## config.mk

```make
export PLATFORM = sky130hd
export DESIGN_NAME = music_player
export DESIGN_NICKNAME = d
export VERILOG_FILES = /design/src/hdl/song_pkg.sv /design/src/hdl/synth_pkg.sv /design/src/hdl/music_player.sv /design/src/hdl/note_player.sv /design/src/hdl/voice_allocator.sv /design/src/hdl/beat_generator.sv /design/src/hdl/song_reader.sv /design/src/hdl/song_rom.sv
export SDC_FILE = /design/constraint.sdc
export NUM_CORES = 1
export LEC_CHECK = 0
export BUFFER_PORTS_ARGS = -buffer_cell sky130_fd_sc_hd__buf_4
export CAP_MARGIN = 5
export CORE_MARGIN = 2
export CORE_UTILIZATION = 40
export DETAILED_ROUTE_END_ITERATION = 7
export PLACE_DENSITY_LB_ADDON = 0.25
export SYNTH_ARGS = -nofsm -noshare
export SYNTH_HDL_FRONTEND = slang
export SYNTH_HIERARCHICAL = 1
export SYNTH_SLANG_ARGS = --single-unit
```

## constraint.sdc

```tcl
create_clock -name clk -period 13.4 [get_ports clk]
set_clock_uncertainty 0.2 [all_clocks]
set_input_delay 2.01 -clock clk [delete_from_list [all_inputs] [get_ports clk]]
set_output_delay 2.01 -clock clk [all_outputs]
set_load 0.005 [all_outputs]
```

## src/songs.mem

```
// One 16-bit word per entry, hex: hold[15] note[14:9] duration[8:3] spare[2:0].
// Songs start at 00, 20, 40 and 60; words not listed read as zero.
@00
8A10
9008
@20
9410
2820
3220
BA20
8018
9A00
9E08
A200
A408
2C00
B000
@3F
BC00
@40
8A08
9000
1808
@60
9A08

```

## src/hdl/song_pkg.sv

```systemverilog
`default_nettype none

package song_pkg;

    localparam int SONG_W = 5;  // Entries per song, as address bits.
    localparam int NOTE_W = 6;
    localparam int DUR_W = 6;

    // Four songs back to back in one ROM.
    localparam int ROM_WORDS = 4 << SONG_W;

    // One 16-bit ROM word, hold flag in the top bit.
    typedef struct packed {
        logic              hold;      // Wait for note_done before moving on.
        logic [NOTE_W-1:0] note;      // 0 is a rest.
        logic [DUR_W-1:0]  duration;  // In beats.
        logic [2:0]        spare;
    } rom_entry_t;

    // Reader FSM states.
    typedef enum logic [2:0] {
        PAUSED            = 3'b000,
        WAIT              = 3'b001,
        INCREMENT_ADDRESS = 3'b010,
        RETRIEVE_NOTE     = 3'b011,
        NEW_NOTE_READY    = 3'b100
    } reader_state_t;

endpackage

`default_nettype wire
```

## src/hdl/synth_pkg.sv

```systemverilog
`default_nettype none

package synth_pkg;

    localparam int NUM_VOICES = 3;
    localparam int BEAT_CYCLES = 64;  // Short beat for simulation.
    localparam int PHASE_W = 16;

    typedef struct packed {
        logic [song_pkg::NOTE_W-1:0] note;
        logic [song_pkg::DUR_W-1:0]  duration;
    } note_event_t;

    // Lowest octave steps, scaled by equal temperament from 512.
    // Higher octaves shift the base step left.
    function automatic logic [PHASE_W-1:0] pitch_step(input logic [song_pkg::NOTE_W-1:0] note);
        int                 idx;
        int                 octave;
        logic [PHASE_W-1:0] base;
        if (note == '0) begin
            return '0;  // Rest.
        end
        idx = int'(note) - 1;
        octave = idx / 12;
        case (idx % 12)
            0:       base = PHASE_W'(512);
            1:       base = PHASE_W'(542);
            2:       base = PHASE_W'(575);
            3:       base = PHASE_W'(609);
            4:       base = PHASE_W'(645);
            5:       base = PHASE_W'(683);
            6:       base = PHASE_W'(724);
            7:       base = PHASE_W'(767);
            8:       base = PHASE_W'(813);
            9:       base = PHASE_W'(861);
            10:      base = PHASE_W'(912);
            default: base = PHASE_W'(967);
        endcase
        return base << octave;
    endfunction

endpackage

`default_nettype wire

```

## src/hdl/music_player.sv

```systemverilog
`timescale 1ns/10ps
`default_nettype none

module music_player (
    input  logic                               clk,
    input  logic                               rst_n,
    input  logic                               play,
    input  logic [1:0]                         song,
    output logic                               song_done,
    output logic                               new_note,
    output synth_pkg::note_event_t             note_event,
    output logic [synth_pkg::NUM_VOICES-1:0]   busy,
    output logic [1:0]                         audio
);
    import song_pkg::*;
    import synth_pkg::*;

    logic [SONG_W+1:0]     rom_addr;
    rom_entry_t            rom_data;
    logic                  beat;
    logic [NUM_VOICES-1:0] start;
    note_event_t           voice_note;
    logic [NUM_VOICES-1:0] note_done;
    logic [NUM_VOICES-1:0] wave;

    song_rom u_rom (
        .clk  (clk),
        .addr (rom_addr),
        .dout (rom_data)
    );

    song_reader u_reader (
        .clk       (clk),
        .rst_n     (rst_n),
        .play      (play),
        .song      (song),
        .note_done (|note_done),  // Any voice finishing.
        .rom_addr  (rom_addr),
        .rom_data  (rom_data),
        .new_note  (new_note),
        .note_out  (note_event),
        .song_done (song_done)
    );

    beat_generator u_beat (
        .clk   (clk),
        .rst_n (rst_n),
        .beat  (beat)
    );

    voice_allocator u_alloc (
        .clk      (clk),
        .rst_n    (rst_n),
        .new_note (new_note),
        .note_in  (note_event),
        .busy     (busy),
        .start    (start),
        .note_out (voice_note)
    );

    for (genvar v = 0; v < NUM_VOICES; v++) begin : g_voice
        note_player u_player (
            .clk       (clk),
            .rst_n     (rst_n),
            .beat      (beat),
            .start     (start[v]),
            .note_in   (voice_note),
            .busy      (busy[v]),
            .note_done (note_done[v]),
            .wave      (wave[v])
        );
    end

    // Count of voices whose square wave is high.
    always_comb begin
        audio = '0;
        for (int v = 0; v < NUM_VOICES; v++) begin
            audio = audio + 2'(wave[v]);
        end
    end

endmodule

`default_nettype wire

```

## src/hdl/note_player.sv

```systemverilog
`timescale 1ns/10ps
`default_nettype none

module note_player (
    input  logic                    clk,
    input  logic                    rst_n,
    input  logic                    beat,
    input  logic                    start,
    input  synth_pkg::note_event_t  note_in,
    output logic                    busy,
    output logic                    note_done,
    output logic                    wave
);
    import song_pkg::*;
    import synth_pkg::*;

    logic [DUR_W-1:0]   count;   // Beats left after the current one.
    logic [PHASE_W-1:0] step;
    logic [PHASE_W-1:0] phase;
    logic               last_beat;

    assign last_beat = busy && beat && (count == '0);

    // A new start takes the voice over, even on its final beat.
    always_ff @(posedge clk or negedge rst_n) begin
        if (!rst_n) begin
            busy      <= 1'b0;
            count     <= '0;
            note_done <= 1'b0;
        end else begin
            note_done <= last_beat && !start;
            if (start) begin
                busy  <= 1'b1;
                count <= note_in.duration;
            end else if (last_beat) begin
                busy <= 1'b0;  // Drops together with note_done.
            end else if (busy && beat) begin
                count <= count - 1'b1;
            end
        end
    end

    always_ff @(posedge clk) begin
        if (start) begin
            step  <= pitch_step(note_in.note);
            phase <= '0;
        end else if (busy) begin
            phase <= phase + step;
        end
    end

    // Square wave from the accumulator MSB.
    // A rest has step 0, so phase stays at 0.
    assign wave = busy && phase[PHASE_W-1];

endmodule

`default_nettype wire

```

## src/hdl/voice_allocator.sv

```systemverilog
`timescale 1ns/10ps
`default_nettype none

module voice_allocator (
    input  logic                               clk,
    input  logic                               rst_n,
    input  logic                               new_note,
    input  synth_pkg::note_event_t             note_in,
    input  logic [synth_pkg::NUM_VOICES-1:0]   busy,
    output logic [synth_pkg::NUM_VOICES-1:0]   start,
    output synth_pkg::note_event_t             note_out
);
    import synth_pkg::*;

    logic [NUM_VOICES-1:0] pick;

    // Lowest idle voice wins. With every voice busy, voice 0 is stolen.
    always_comb begin
        pick = NUM_VOICES'(1);
        for (int i = NUM_VOICES - 1; i >= 0; i--) begin
            if (!busy[i]) begin
                pick = NUM_VOICES'(1) << i;
            end
        end
    end

    always_ff @(posedge clk or negedge rst_n) begin
        if (!rst_n) begin
            start <= '0;
        end else begin
            start <= new_note ? pick : '0;  // One-cycle strobe.
        end
    end

    always_ff @(posedge clk) begin
        if (new_note) begin
            note_out <= note_in;
        end
    end

endmodule

`default_nettype wire

```

## src/hdl/beat_generator.sv

```systemverilog
`timescale 1ns/10ps
`default_nettype none

module beat_generator #(
    parameter int PERIOD = synth_pkg::BEAT_CYCLES
) (
    input  logic clk,
    input  logic rst_n,
    output logic beat
);

    localparam int CNT_W = (PERIOD > 1) ? $clog2(PERIOD) : 1;

    logic [CNT_W-1:0] count;

    assign beat = (count == CNT_W'(PERIOD - 1));  // Last cycle of each period.

    always_ff @(posedge clk or negedge rst_n) begin
        if (!rst_n) begin
            count <= '0;
        end else if (beat) begin
            count <= '0;
        end else begin
            count <= count + 1'b1;
        end
    end

endmodule

`default_nettype wire

```

## src/hdl/song_reader.sv

```systemverilog
`timescale 1ns/10ps
`default_nettype none

module song_reader (
    input  logic                          clk,
    input  logic                          rst_n,
    input  logic                          play,
    input  logic [1:0]                    song,
    input  logic                          note_done,
    output logic [song_pkg::SONG_W+1:0]   rom_addr,
    input  song_pkg::rom_entry_t          rom_data,
    output logic                          new_note,
    output synth_pkg::note_event_t        note_out,
    output logic                          song_done
);
    import song_pkg::*;

    reader_state_t     state;
    reader_state_t     next;
    logic [SONG_W-1:0] entry;
    logic [SONG_W-1:0] next_entry;
    logic              advance;
    logic              overflow;
    logic              ended;       // Song finished, hold off a restart.
    logic [1:0]        ended_song;
    logic              may_start;

    assign rom_addr = {song, entry};

    // A finished song does not loop while play stays high.
    assign may_start = play && !(ended && (song == ended_song));

    always_comb begin
        case (state)
            PAUSED:        next = may_start ? RETRIEVE_NOTE : PAUSED;
            RETRIEVE_NOTE: next = play ? NEW_NOTE_READY : PAUSED;
            NEW_NOTE_READY: begin
                if (!play) begin
                    next = PAUSED;
                end else if (rom_data.hold) begin
                    next = WAIT;
                end else begin
                    next = INCREMENT_ADDRESS;  // Next entry joins the chord.
                end
            end
            WAIT: begin
                if (!play) begin
                    next = PAUSED;
                end else if (note_done) begin
                    next = INCREMENT_ADDRESS;
                end else begin
                    next = WAIT;
                end
            end
            INCREMENT_ADDRESS: next = (play && !overflow) ? RETRIEVE_NOTE : PAUSED;
            default:           next = PAUSED;
        endcase
    end

    // Only INCREMENT_ADDRESS moves the entry counter.
    assign advance = (state == INCREMENT_ADDRESS);

    assign {overflow, next_entry} = advance ? {1'b0, entry} + (SONG_W + 1)'(1)
                                            : {1'b0, entry};

    assign song_done = overflow;  // Wrap past entry 31.
    assign new_note = (state == NEW_NOTE_READY);
    assign note_out.note = rom_data.note;
    assign note_out.duration = rom_data.duration;

    always_ff @(posedge clk or negedge rst_n) begin
        if (!rst_n) begin
            state <= PAUSED;
            entry <= '0;
            ended <= 1'b0;
        end else begin
            state <= next;
            entry <= next_entry;
            if (overflow) begin
                ended <= 1'b1;
            end else if (!play || (song != ended_song)) begin
                ended <= 1'b0;
            end
        end
    end

    always_ff @(posedge clk) begin
        if (overflow) begin
            ended_song <= song;
        end
    end

endmodule

`default_nettype wire

```

## src/hdl/song_rom.sv

```systemverilog
`timescale 1ns/10ps
`default_nettype none

module song_rom (
    input  logic                          clk,
    input  logic [song_pkg::SONG_W+1:0]   addr,
    output song_pkg::rom_entry_t          dout
);
    import song_pkg::*;

    rom_entry_t mem [ROM_WORDS];

    // Words missing from the image read as zero.
    initial begin
        for (int i = 0; i < ROM_WORDS; i++) begin
            mem[i] = '0;
        end
        $readmemh("/design/src/songs.mem", mem);
    end

    always_ff @(posedge clk) begin
        dout <= mem[addr];  // One cycle read latency.
    end

endmodule

`default_nettype wire

```

==> results of run 1 <==
state kept, by name, summed over array words and instances, names as in the netlist, 3 cells and up:
signal,count
u_alloc/note_out,12
g_voice.u_player/busy,3
g_voice.u_player/count,18
u_beat/count,6
g_voice.u_player/step,48
g_voice.u_player/phase,48
g_voice.u_player/note_done,3
u_alloc/start,3
u_reader/entry,5
u_reader/state,3
worst register-to-register path, stage by stage (launching register included):
cell                        delay, ns
sky130_fd_sc_hd__edfxtp_1        1.03
sky130_fd_sc_hd__inv_1           0.28
sky130_fd_sc_hd__ha_1            0.52
sky130_fd_sc_hd__a221o_1         0.45
sky130_fd_sc_hd__a32o_1          0.22
sky130_fd_sc_hd__o211ai_2        0.14
sky130_fd_sc_hd__buf_4           0.31
sky130_fd_sc_hd__inv_2           0.24
sky130_fd_sc_hd__ha_1            0.29
sky130_fd_sc_hd__a21oi_1         0.53
sky130_fd_sc_hd__nor2_1          0.22
sky130_fd_sc_hd__o2bb2ai_1       0.18
sky130_fd_sc_hd__a32oi_1         0.38
sky130_fd_sc_hd__o32ai_1         0.17
how the worst max path moves through the flow:
stage / startpoint / to / slack (ns) / cells after the start
2_1_floorplan: u_alloc/note_out[6] / g_voice[1].u_player/step[5] / 8.85 / 16
3_3_place_gp: u_alloc/note_out[7] / g_voice[1].u_player/step[5] / 8.10 / 14
3_5_place_dp: u_alloc/note_out[7] / g_voice[1].u_player/step[5] / 8.06 / 13
4_1_cts: u_alloc/note_out[7] / g_voice[1].u_player/step[5] / 8.03 / 13
5_1_grt: u_alloc/note_out[7] / g_voice[1].u_player/step[5] / 7.57 / 13
6_report: u_alloc/note_out[7] / g_voice[1].u_player/step[5] / 7.97 / 13
placed cells by master, fill, tap and decap left out, types with 17 or more instances in the layout:
master and n:
sky130_fd_sc_hd__nor2_1 166, sky130_fd_sc_hd__nand2_1 107, sky130_fd_sc_hd__o21ai_0 73, sky130_fd_sc_hd__a21oi_1 71
sky130_fd_sc_hd__ha_1 71, sky130_fd_sc_hd__edfxtp_1 62, sky130_fd_sc_hd__nor3_1 57, sky130_fd_sc_hd__xnor2_1 51
sky130_fd_sc_hd__dfxtp_1 48, sky130_fd_sc_hd__inv_1 46, sky130_fd_sc_hd__nand3_1 45, sky130_fd_sc_hd__mux2i_1 45
sky130_fd_sc_hd__dfrtp_1 42, sky130_fd_sc_hd__buf_4 25, sky130_fd_sc_hd__xor2_1 21, sky130_fd_sc_hd__a21o_1 20
sky130_fd_sc_hd__clkbuf_16 19, sky130_fd_sc_hd__nand2b_1 18, sky130_fd_sc_hd__a211oi_1 17
layer usage:
layer	track usage (%)	up-vias
met5	0	-
li1	-	5004
met2	28.4	223
met3	2.09	17
met1	25.0	4655
met4	5.64	0
through the flow:
step                      instance area, um^2  std cells  utilization [%]  hold slack [ns]
after global placement                  12400       1731             41.6            0.252
after detailed placement                12400       1731             41.6            0.256
after CTS                               13000       1763             43.6            0.260
final                                   13000       1764             43.6            0.254
after floorplan                         12200       1403                -            0.245
after global routing                    13000       1764             43.6            0.279
power groups by stage:
stage                     clock [uW]  combinational, uW  sequential [uW]
final                            512                787              665
after global routing             543                898              678
after CTS                        527                789              664
after detailed placement           0                783              672
after global placement             0                766              671
after floorplan                    0                648              658
final cells by class:
| class | instances | area (um^2) |
|---|---|---|
| multi-input combinational | 1115 | 7620 |
| sequential | 152 | 3870 |
| inverter | 49 | 184 |
| antenna | 1 | 2.50 |
| timing repair buffer | 25 | 188 |
| fill | 2884 | 16700 |
| clock buffer | 20 | 479 |
| clock inverter | 12 | 138 |
| tap | 390 | 488 |
==> parameters.txt, run 1 <==
Parameter                              Value

Detailed routing
  Detailed-route DRC error count    0
  Met2 wirelength from detailed routing    12.4 mm
  Top layer used by detailed routing    met4
  Average wire length per cell after detail routing    15.6 um
  Number of DRC markers in iteration 0    813
  Total wire length    27.5 mm
  Number of detailed-route iterations in the first pass    5
  ANT nets after route    0
  Number of vias per cell after detailed routing    5.61
  M1 wire length    13.5 mm
  Vias    9899
  Met3 wire length    1.17 mm

Worst setup path
  Crit path kind    register to register
  WP data arrival    5.39 ns
  Setup slack of the worst register-to-register path    7.97 ns
  Most frequent cell on the critical path    sky130_fd_sc_hd__ha_1
  Startpoint Class    register
  Slowest-stage cell, CP    sky130_fd_sc_hd__edfxtp_1
  CP Capture Type    register
  Length in cells of the worst reg-to-reg path    13
  Critical Path Fanout Max    31
  Reg-to-reg critical path startpoint    u_alloc/note_out[7]
  Worst reg2reg path endpoint    g_voice[1].u_player/step[5]
  Largest delay contributor family on the critical path    compound AO/OA/AOI/OAI gates
  Cell chain of the critical path    inv_1 > ha_1 > a221o_1 > a32o_1 > o211ai_2 > buf_4 > inv_2 > ha_1 > a21oi_1 > nor2_1 > o2bb2ai_1 > a32oi_1 > o32ai_1
  Required time at the worst-slack endpoint    13.36 ns
  Delay of the slowest critical-path stage    1.03 ns
  Bufs and invs on worst path    3

Timing
  Max-slew violation count    0
  Final cycle utilization of the critical path    40.5%
  Fin. Hold Viols    0
  Final period demand of the worst path    5.43 ns
  Setup violators final    0
  Total Neg Setup Slack    0 ns
  Worst slew margin    31.3%
  Measured slew at the worst slew-check pin    1.03 ns
  Unrepaired setup endpoints after global routing    no
  Post-layout worst setup margin    7.97 ns
  Fmax achieved    184 MHz

Power and ir drop
  Total power density per cell area    151 nW/um^2
  Leak pwr    0.00513 uW
  Switch share    36.9%
  Register share of total power    33.8%
  Switching pwr    725 uW
  IR Drop Worst-Case VDD    0.000102 V
  Final Power    1960 uW
  Clock power share    26.1%
  Internal Power    1240 uW
  Share of total power in combinational logic    40.1%

GRT
  Total grt overflow    0
  Pin count of the biggest net entering global routing    59
  Total routing resource utilization after global routing    17.8%
  Wire length of the first global-routing pass    46.5 mm
  Initial antenna violation count    1
  Via count of the first global-routing pass    9301

Final layout
  Ratio of cells with drive above 1 in the final layout    10.8%
  Layout overhead on the synthesized area    6.96%
  Final net count    1440

Synthesis
  Cell area after technology mapping    12100 um^2
  Warning count from the yosys run    6
  Gate Count Post-Synth    1391
  Synthesized area per cell    8.72 um^2

Die
  Initial Util    40.8%
  Row count    63
  Die area    31700 um^2
  Top Ports    24
  Core box area    29700 um^2
  Chip Height    178 um
  DIE WIDTH    178 um

CTS
  Cts-stage hold buffer count    0
  TritonCTS clock tree    built
  Number of gates resized after CTS    0
  Clock latency reported for the late side of the worst-skew pair    0.43 ns
  Clock slew seen by the registers of the worst setup and hold paths    0.08 ns
  Deepest clock path buffer count    2
  Clock buffer count from CTS    17
  Clock sink count    152
  Depth of the CTS H-tree    4
  Post-CTS Setup Repair Bufs    0
  Master cell of the clock root buffer    sky130_fd_sc_hd__clkbuf_16

Placed design
  Post-Place Setup Slack    8.06 ns
  Port buffer count    11
  Post-DP HPWL    19.1 mm
  RD Place Congestion    0.920

Job
  Max-capacitance violation count    0

Min path
  Hold-critical path endpoint    g_voice[2].u_player/note_done
  Origin of the worst min-delay path    u_alloc/start[2]
  Min-delay worst type    register to register
  Number of cells on the worst hold path    1

Outcome
  Status    finished, final reports clean
Power figures use the tool's default switching activity.
==> run 2: changes to the inputs <==
==> constraint.sdc (replaced) <==
create_clock -name clk -period 5.51 [get_ports clk]
set_clock_uncertainty 0.2 [all_clocks]
set_input_delay 0.8265 -clock clk [delete_from_list [all_inputs] [get_ports clk]]
set_output_delay 0.8265 -clock clk [all_outputs]
set_load 0.005 [all_outputs]
==> run 2 against run 1 <==
  * Total power rose by 140%
  * Die area unchanged
  * Clock-buffer cell count grew 1
  * Non-clock buffer count is 10 higher
  * Register-to-register slack lost 7.3 ns
  * Critical path depth up 3
  * Maximum frequency rose by 12%
  * Worst hold slack got worse by 0.069 ns
  * Sequential power grew 140%
  * Via count rose by 0.44%
  * Combinational power up 140%
  * Flip-flop and latch count is the same
==> parameters.txt, run 2 (synthesis gave the netlist of run 1 again) <==
Parameter                              Value

Outcome
  Status    finished, final reports clean (unchanged)

Detailed routing
  Vias    9943 (was 9899)
  Number of detailed-route iterations in the first pass    7 (was 5)
  Average wire length per cell after detail routing    15.6 um (about the same)
  Number of DRC markers in iteration 0    758 (was 813)
  ANT nets after route    0 (unchanged)
  Detailed-route DRC error count    0 (unchanged)
  Total wire length    27.7 mm (was 27.5 mm)
  Number of vias per cell after detailed routing    5.60 (was 5.61)

CTS
  Master cell of the clock root buffer    sky130_fd_sc_hd__clkbuf_16 (unchanged)
  Clock buffer count from CTS    17 (unchanged)
  Post-CTS Setup Repair Bufs    0 (unchanged)
  Number of gates resized after CTS    0 (unchanged)
  Clock slew seen by the registers of the worst setup and hold paths    0.07 ns (was 0.08 ns)
  Deepest clock path buffer count    2 (unchanged)
  Cts-stage hold buffer count    0 (unchanged)
  Clock sink count    152 (unchanged)
  Clock latency reported for the late side of the worst-skew pair    0.43 ns (about the same)
  TritonCTS clock tree    built (unchanged)
  Depth of the CTS H-tree    4 (unchanged)

Worst setup path
  Bufs and invs on worst path    4 (was 3)
  Cell chain of the critical path    inv_1 > ha_1 > o21ai_0 > nor3b_1 > nor3_1 > o211ai_4 > buf_4 > inv_2 > ha_1 > nor2_1 > a21oi_1 > o31ai_1 > nand3_1 > inv_1 > nand2_1 > o221ai_2 (was inv_1 > ha_1 > a221o_1 > a32o_1 > o211ai_2 > buf_4 > inv_2 > ha_1 > a21oi_1 > nor2_1 > o2bb2ai_1 > a32oi_1 > o32ai_1)
  Largest delay contributor family on the critical path    compound AO/OA/AOI/OAI gates (unchanged)
  CP Capture Type    register (unchanged)
  WP data arrival    4.91 ns (was 5.39 ns)
  Critical Path Fanout Max    17 (was 31)
  Required time at the worst-slack endpoint    5.57 ns (was 13.36 ns)
  Startpoint Class    register (unchanged)
  Delay of the slowest critical-path stage    0.56 ns (was 1.03 ns)
  Crit path kind    register to register (unchanged)
  Slowest-stage cell, CP    sky130_fd_sc_hd__edfxtp_1 (unchanged)

Final layout
  Post-route core utilization    44.0% (was 43.6%)
  Registers with the highest flip-flop counts    g_voice.u_player/phase: 48 flops, g_voice.u_player/step: 48 flops, g_voice.u_player/count: 18 flops (unchanged)
  Layout overhead on the synthesized area    7.91% (was 6.96%)
  Most frequent cells in the layout    sky130_fd_sc_hd__nor2_1, sky130_fd_sc_hd__nand2_1, sky130_fd_sc_hd__o21ai_0 (unchanged)
  Fill cell total of the finished layout    2859 (was 2884)
  Most frequent standard cell in the layout excluding fill and tap cells    sky130_fd_sc_hd__nor2_1 (unchanged)
  Number of cells in the finished layout apart from fillers    1776 (was 1764)
  Final std cell area, no fill    13100 um^2 (was 13000 um^2)
  Final net count    1450 (was 1440)
  Ratio of cells with drive above 1 in the final layout    11.4% (was 10.8%)

Die
  Chip Height    178 um (unchanged)
  Row count    63 (unchanged)
  Core box area    29700 um^2 (unchanged)
  Top Ports    24 (unchanged)
  DIE WIDTH    178 um (unchanged)
  Die area    31700 um^2 (unchanged)
  Initial Util    40.8% (unchanged)

Timing
  Unrepaired setup endpoints after global routing    no (unchanged)
  Worst slew margin    24.2% (was 31.3%)
  Measured slew at the worst slew-check pin    1.14 ns (was 1.03 ns)
  Final period demand of the worst path    4.85 ns (was 5.43 ns)
  Fin. Hold Viols    0 (unchanged)
  Setup violators final    0 (unchanged)
  Fmax achieved    206 MHz (was 184 MHz)
  Max-slew violation count    0 (unchanged)
  Total Neg Setup Slack    0 ns (unchanged)
  Final cycle utilization of the critical path    87.9% (was 40.5%)

GRT
  Initial antenna violation count    3 (was 1)
  Total routing resource utilization after global routing    17.8% (about the same)
  Wire length of the first global-routing pass    46.3 mm (was 46.5 mm)
  Pin count of the biggest net entering global routing    55 (was 59)
  Via count of the first global-routing pass    9400 (was 9301)
  Total grt overflow    0 (unchanged)

Power and ir drop
  IR Drop Worst-Case VDD    0.000247 V (was 0.000102 V)
  Total power density per cell area    366 nW/um^2 (was 151 nW/um^2)
  Leak pwr    0.00519 uW (was 0.00513 uW)
  Final Power    4790 uW (was 1960 uW)

Placed design
  Port buffer count    11 (unchanged)
  Post-DP HPWL    20.1 mm (was 19.1 mm)
  Area of placed instances    12400 um^2 (about the same)
  RD Place Congestion    0.939 (was 0.920)
  Post-placement cell count    1741 (was 1731)

Job
  Max-capacitance violation count    0 (unchanged)

Min path
  Min-delay worst type    input port to async pin (was register to register)
==> run 2: changes by cell type in the layout (fill, tap and decap cells not counted), sizes merged <==
cell / delta
diode: +2
buf: +10
clkbuf: +1
clkinv: +1
inv: -5
clkinvlp: +1
bufinv: +2
==> run 2: final cells by class <==
type	instances	area, um^2	share of cell area, %
Clock inverter	11	158	1.20
Clock buffer	21	482	3.68
Inverter	49	184	1.41
Timing Repair Buffer	35	275	2.10
Sequential cell	152	3870	29.6
Antenna cell	3	7.51	0.0574
Tap cell	390	488	3.73
Multi-Input combinational cell	1115	7620	58.2
==> run 2: report_power, final <==
| part | switching, uW | internal (uW) | leakage, uW |
|---|---|---|---|
| clock network | 483 | 773 | 0.000308 |
| logic | 1040 | 873 | 0.00337 |
| registers | 173 | 1440 | 0.00151 |
==> run 2: path summary, 6_finish.rpt <==
| kind | slack [ns] | cells past startpoint | end | start |
|---|---|---|---|---|
| min in group clk | 0.27 | 2 | g_voice[1].u_player/phase[12] | g_voice[1].u_player/phase[12] |
| max in group asynchronous | 4.56 | 1 | g_voice[0].u_player/count[3] | rst_n |
| min reg2reg | 0.27 | 2 | g_voice[1].u_player/phase[12] | g_voice[1].u_player/phase[12] |
| min | 0.19 | 1 | g_voice[1].u_player/busy | rst_n |
| max reg2reg | 0.66 | 16 | g_voice[2].u_player/step[7] | u_alloc/note_out[6] |
| max | 0.66 | 16 | g_voice[2].u_player/step[7] | u_alloc/note_out[6] |
==> run 2: metal layers <==
layer	vias up	part of all wire, %	global-route usage [%]	routed length (um)
li1	5026	-	-	-
met1	4666	49	24.4	13500
met2	208	45	28.5	12500
met3	43	3.6	2.22	993
met4	0	2.3	7.04	633
met5	-	0	0	0
==> run 2: through the flow <==
stage / hold WS (ns) / setup slack (ns)
final: 0.185 / 0.664
after global routing: 0.225 / 0.240
after global placement: 0.259 / 0.854
after floorplan: 0.245 / 0.963
after detailed placement: 0.266 / 0.787
after CTS: 0.195 / 0.766
==> run 3: changes to the inputs <==
--- a/config.mk
+++ b/config.mk
@@ -5,8 +5,9 @@
 export SDC_FILE = /design/constraint.sdc
 export NUM_CORES = 1
 export LEC_CHECK = 0
+export ABC_CLOCK_PERIOD_IN_PS = 5510
 export BUFFER_PORTS_ARGS = -buffer_cell sky130_fd_sc_hd__buf_4
-export CAP_MARGIN = 5
+export CAP_MARGIN = 30
 export CORE_MARGIN = 2
 export CORE_UTILIZATION = 40
 export DETAILED_ROUTE_END_ITERATION = 7
==> constraint.sdc (replaced) <==
create_clock -name clk -period 5.51 [get_ports clk]
set_clock_uncertainty 0.2 [all_clocks]
set_input_delay 0 -clock clk [delete_from_list [all_inputs] [get_ports clk]]
set_output_delay 0 -clock clk [all_outputs]
set_load 0.005 [all_outputs]
==> run 3 against run 2 <==
  * Sequential power hardly changed
  * Flip-flop and latch count did not move
  * Core utilization is 0.059 points higher
  * Via count rose by 0.30%
  * Final area up 0.13%
  * Clock-buffer cell count is 3 lower
  * Register-to-register slack worse by 0.08 ns
  * Clock power fell by 8%
  * Non-clock buffer count is 6 higher
  * Critical endpoint is now g_voice[0].u_player/step[6]
  * Largest cell class unchanged
  * Largest power group unchanged
==> parameters.txt, run 3 (synthesis gave the netlist of run 1 again) <==
Parameter                              Value

Timing
  Setup violators final    0 (unchanged)
  Final period demand of the worst path    4.93 ns (was 4.85 ns)
  Measured slew at the worst slew-check pin    0.880 ns (was 1.14 ns)
  Fmax achieved    203 MHz (was 206 MHz)
  Total Neg Setup Slack    0 ns (unchanged)
  Max-slew violation count    0 (unchanged)
  Fin. Hold Viols    0 (unchanged)
  Worst slew margin    41.3% (was 24.2%)
  WHS    0.117 ns (was 0.185 ns)
  Final cycle utilization of the critical path    89.4% (was 87.9%)
  Unrepaired setup endpoints after global routing    no (unchanged)

GRT
  Total routing resource utilization after global routing    17.8% (about the same)
  Initial antenna violation count    1 (was 3)
  Pin count of the biggest net entering global routing    48 (was 55)
  Total grt overflow    0 (unchanged)
  Via count of the first global-routing pass    9299 (was 9400)
  Wire length of the first global-routing pass    46.7 mm (was 46.3 mm)

Worst setup path
  Critical Path Fanout Max    13 (was 17)
  CP startpoint    u_alloc/note_out[6] (unchanged)
  Reg-to-reg critical path startpoint    u_alloc/note_out[6] (unchanged)
  Setup slack of the worst register-to-register path    0.58 ns (was 0.66 ns)
  Capturing instance or port of the critical path    g_voice[0].u_player/step[6] (was g_voice[2].u_player/step[7])
  Slowest-stage cell, CP    sky130_fd_sc_hd__edfxtp_1 (unchanged)
  CP Capture Type    register (unchanged)
  Largest delay contributor family on the critical path    compound AO/OA/AOI/OAI gates (unchanged)
  Length in cells of the worst reg-to-reg path    15 (was 16)
  Worst reg2reg path endpoint    g_voice[0].u_player/step[6] (was g_voice[2].u_player/step[7])
  Number of stages on the worst setup path    15 (was 16)
  WP data arrival    4.88 ns (was 4.91 ns)
  Bufs and invs on worst path    2 (was 4)
  Required time at the worst-slack endpoint    5.46 ns (was 5.57 ns)
  Startpoint Class    register (unchanged)
  Crit path kind    register to register (unchanged)
  Delay of the slowest critical-path stage    0.59 ns (was 0.56 ns)
  Cell chain of the critical path    inv_1 > ha_1 > nor3b_4 > xnor2_1 > nor2_1 > nand3_1 > o22ai_1 > a21o_1 > inv_1 > ha_1 > a31oi_2 > nand2b_1 > nor2_1 > a22oi_1 > o22ai_1 (was inv_1 > ha_1 > o21ai_0 > nor3b_1 > nor3_1 > o211ai_4 > buf_4 > inv_2 > ha_1 > nor2_1 > a21oi_1 > o31ai_1 > nand3_1 > inv_1 > nand2_1 > o221ai_2)

Power and ir drop
  Total power density per cell area    358 nW/um^2 (was 366 nW/um^2)
  Switch share    36.7% (was 35.4%)
  Internal Power    2960 uW (was 3090 uW)
  Final Power    4690 uW (was 4790 uW)
  Switching pwr    1720 uW (was 1700 uW)
  Share of total power in combinational logic    40.5% (was 40.0%)
  Clock power share    24.7% (was 26.2%)
  Leak pwr    0.00520 uW (was 0.00519 uW)
  IR Drop Worst-Case VDD    0.000202 V (was 0.000247 V)
  Register share of total power    34.7% (was 33.8%)

Final layout
  Registers with the highest flip-flop counts    g_voice.u_player/phase: 48 flops, g_voice.u_player/step: 48 flops, g_voice.u_player/count: 18 flops (unchanged)
  Ratio of cells with drive above 1 in the final layout    11.4% (about the same)
  Most frequent standard cell in the layout excluding fill and tap cells    sky130_fd_sc_hd__nor2_1 (unchanged)
  Layout overhead on the synthesized area    8.06% (was 7.91%)
  Final std cell area, no fill    13100 um^2 (about the same)
  Final net count    1456 (was 1450)
  Most frequent cells in the layout    sky130_fd_sc_hd__nor2_1, sky130_fd_sc_hd__nand2_1, sky130_fd_sc_hd__o21ai_0 (unchanged)

CTS
  Deepest clock path buffer count    2 (unchanged)
  Depth of the CTS H-tree    4 (unchanged)
  TritonCTS clock tree    built (unchanged)
  Post-CTS Setup Repair Bufs    0 (unchanged)
  Master cell of the clock root buffer    sky130_fd_sc_hd__clkbuf_16 (unchanged)
  Clock latency reported for the late side of the worst-skew pair    0.43 ns (about the same)
  Number of gates resized after CTS    0 (unchanged)
  Clock buffer count from CTS    17 (unchanged)
  Clock sink count    152 (unchanged)
  Clock slew seen by the registers of the worst setup and hold paths    0.07 ns (about the same)

Die
  Initial Util    40.8% (unchanged)
  Die area    31700 um^2 (unchanged)
  Top Ports    24 (unchanged)
  Row count    63 (unchanged)
  DIE WIDTH    178 um (unchanged)
  Chip Height    178 um (unchanged)
  Core box area    29700 um^2 (unchanged)

Detailed routing
  ANT nets after route    0 (unchanged)
  Number of vias per cell after detailed routing    5.60 (about the same)
  Number of detailed-route iterations in the first pass    5 (was 7)
  Vias    9973 (was 9943)
  Total wire length    27.7 mm (about the same)
  Detailed-route DRC error count    0 (unchanged)
  Number of DRC markers in iteration 0    814 (was 758)
  Average wire length per cell after detail routing    15.6 um (about the same)

Placed design
  Area of placed instances    12400 um^2 (about the same)
  Post-DP HPWL    20.0 mm (was 20.1 mm)
  RD Place Congestion    0.959 (was 0.939)
  Port buffer count    11 (unchanged)

Min path
  Origin of the worst min-delay path    song[1]
  Min-delay worst type    input port to register (was input port to async pin)

Outcome
  Status    finished, final reports clean (unchanged)

Job
  Max-capacitance violation count    0 (unchanged)
run 3: cell count changes in the layout (fill, tap and decap cells not counted), sizes merged:
cell,delta
buf,+1
clkinv,+2
clkbuf,-3
inv,+4
clkinvlp,-1
bufinv,-2
diode,-2
dlygate4sd3,+5
run 3: metrics by stage:
stage	utilization [%]	instances	worst slack (ns)
3_3_place_gp	41.8	1740	0.804
6_report	44.1	1780	0.583
4_1_cts	44.1	1779	0.636
2_1_floorplan	-	1403	0.963
5_1_grt	44.1	1780	0.197
3_5_place_dp	41.9	1741	0.674
run 3: how the worst min path moves through the flow:
| stage | to | slack [ns] | depth (start not counted) |
|---|---|---|---|
| final | u_reader/ended_song[1] | 0.12 | 2 |
| after global routing | u_reader/ended_song[1] | 0.11 | 2 |
| after CTS | u_reader/ended_song[1] | 0.09 | 2 |
| after detailed placement | u_beat/count[2] | -0.18 | 1 |
| after global placement | u_beat/count[2] | -0.17 | 1 |
| after floorplan | g_voice[0].u_player/busy | -0.50 | 0 |
run 3: area by class of cell:
cell class	count	area [um^2]
Fill cell	2873	16600
Multi-Input combinational cell	1115	7620
Sequential cell	152	3870
Tap cell	390	488
Clock buffer	18	429
Timing Repair Buffer	41	353
Inverter	49	184
Clock inverter	14	155
Antenna cell	1	2.50
run 3: metal layers:
layer  wire length, um  global-route usage [%]  vias to the layer above
met4               386                    5.64                        0
met1             13800                    25.3                     4710
li1                  -                       -                     5039
met2             12700                    28.3                      200
met5                 0                       0                        -
met3               887                    2.09                       24
run 3: worst register-to-register path, cell delays in order (launching register included):
cell and delay, ns:
sky130_fd_sc_hd__edfxtp_1 0.59, sky130_fd_sc_hd__inv_1 0.24, sky130_fd_sc_hd__ha_1 0.51, sky130_fd_sc_hd__nor3b_4 0.40
sky130_fd_sc_hd__xnor2_1 0.13, sky130_fd_sc_hd__nor2_1 0.20, sky130_fd_sc_hd__nand3_1 0.20, sky130_fd_sc_hd__o22ai_1 0.21
sky130_fd_sc_hd__a21o_1 0.43, sky130_fd_sc_hd__inv_1 0.20, sky130_fd_sc_hd__ha_1 0.26, sky130_fd_sc_hd__a31oi_2 0.36
sky130_fd_sc_hd__nand2b_1 0.25, sky130_fd_sc_hd__nor2_1 0.10, sky130_fd_sc_hd__a22oi_1 0.25, sky130_fd_sc_hd__o22ai_1 0.12
run 3: timing repair:
item / 4_1_cts / 5_1_grt
hold buffers: 6 / 0
hold endpoints to repair: 48 / 0
endpoints found under the setup margin: 0 / 0
run 3: power groups by stage:
stage               Combinational (uW)  Clock, uW  Sequential, uW
finish                            1900       1160            1630
global route                      2160       1240            1660
CTS                               1900       1200            1630
detailed placement                1890          0            1650
global placement                  1850          0            1640
floorplan                         1580          0            1600
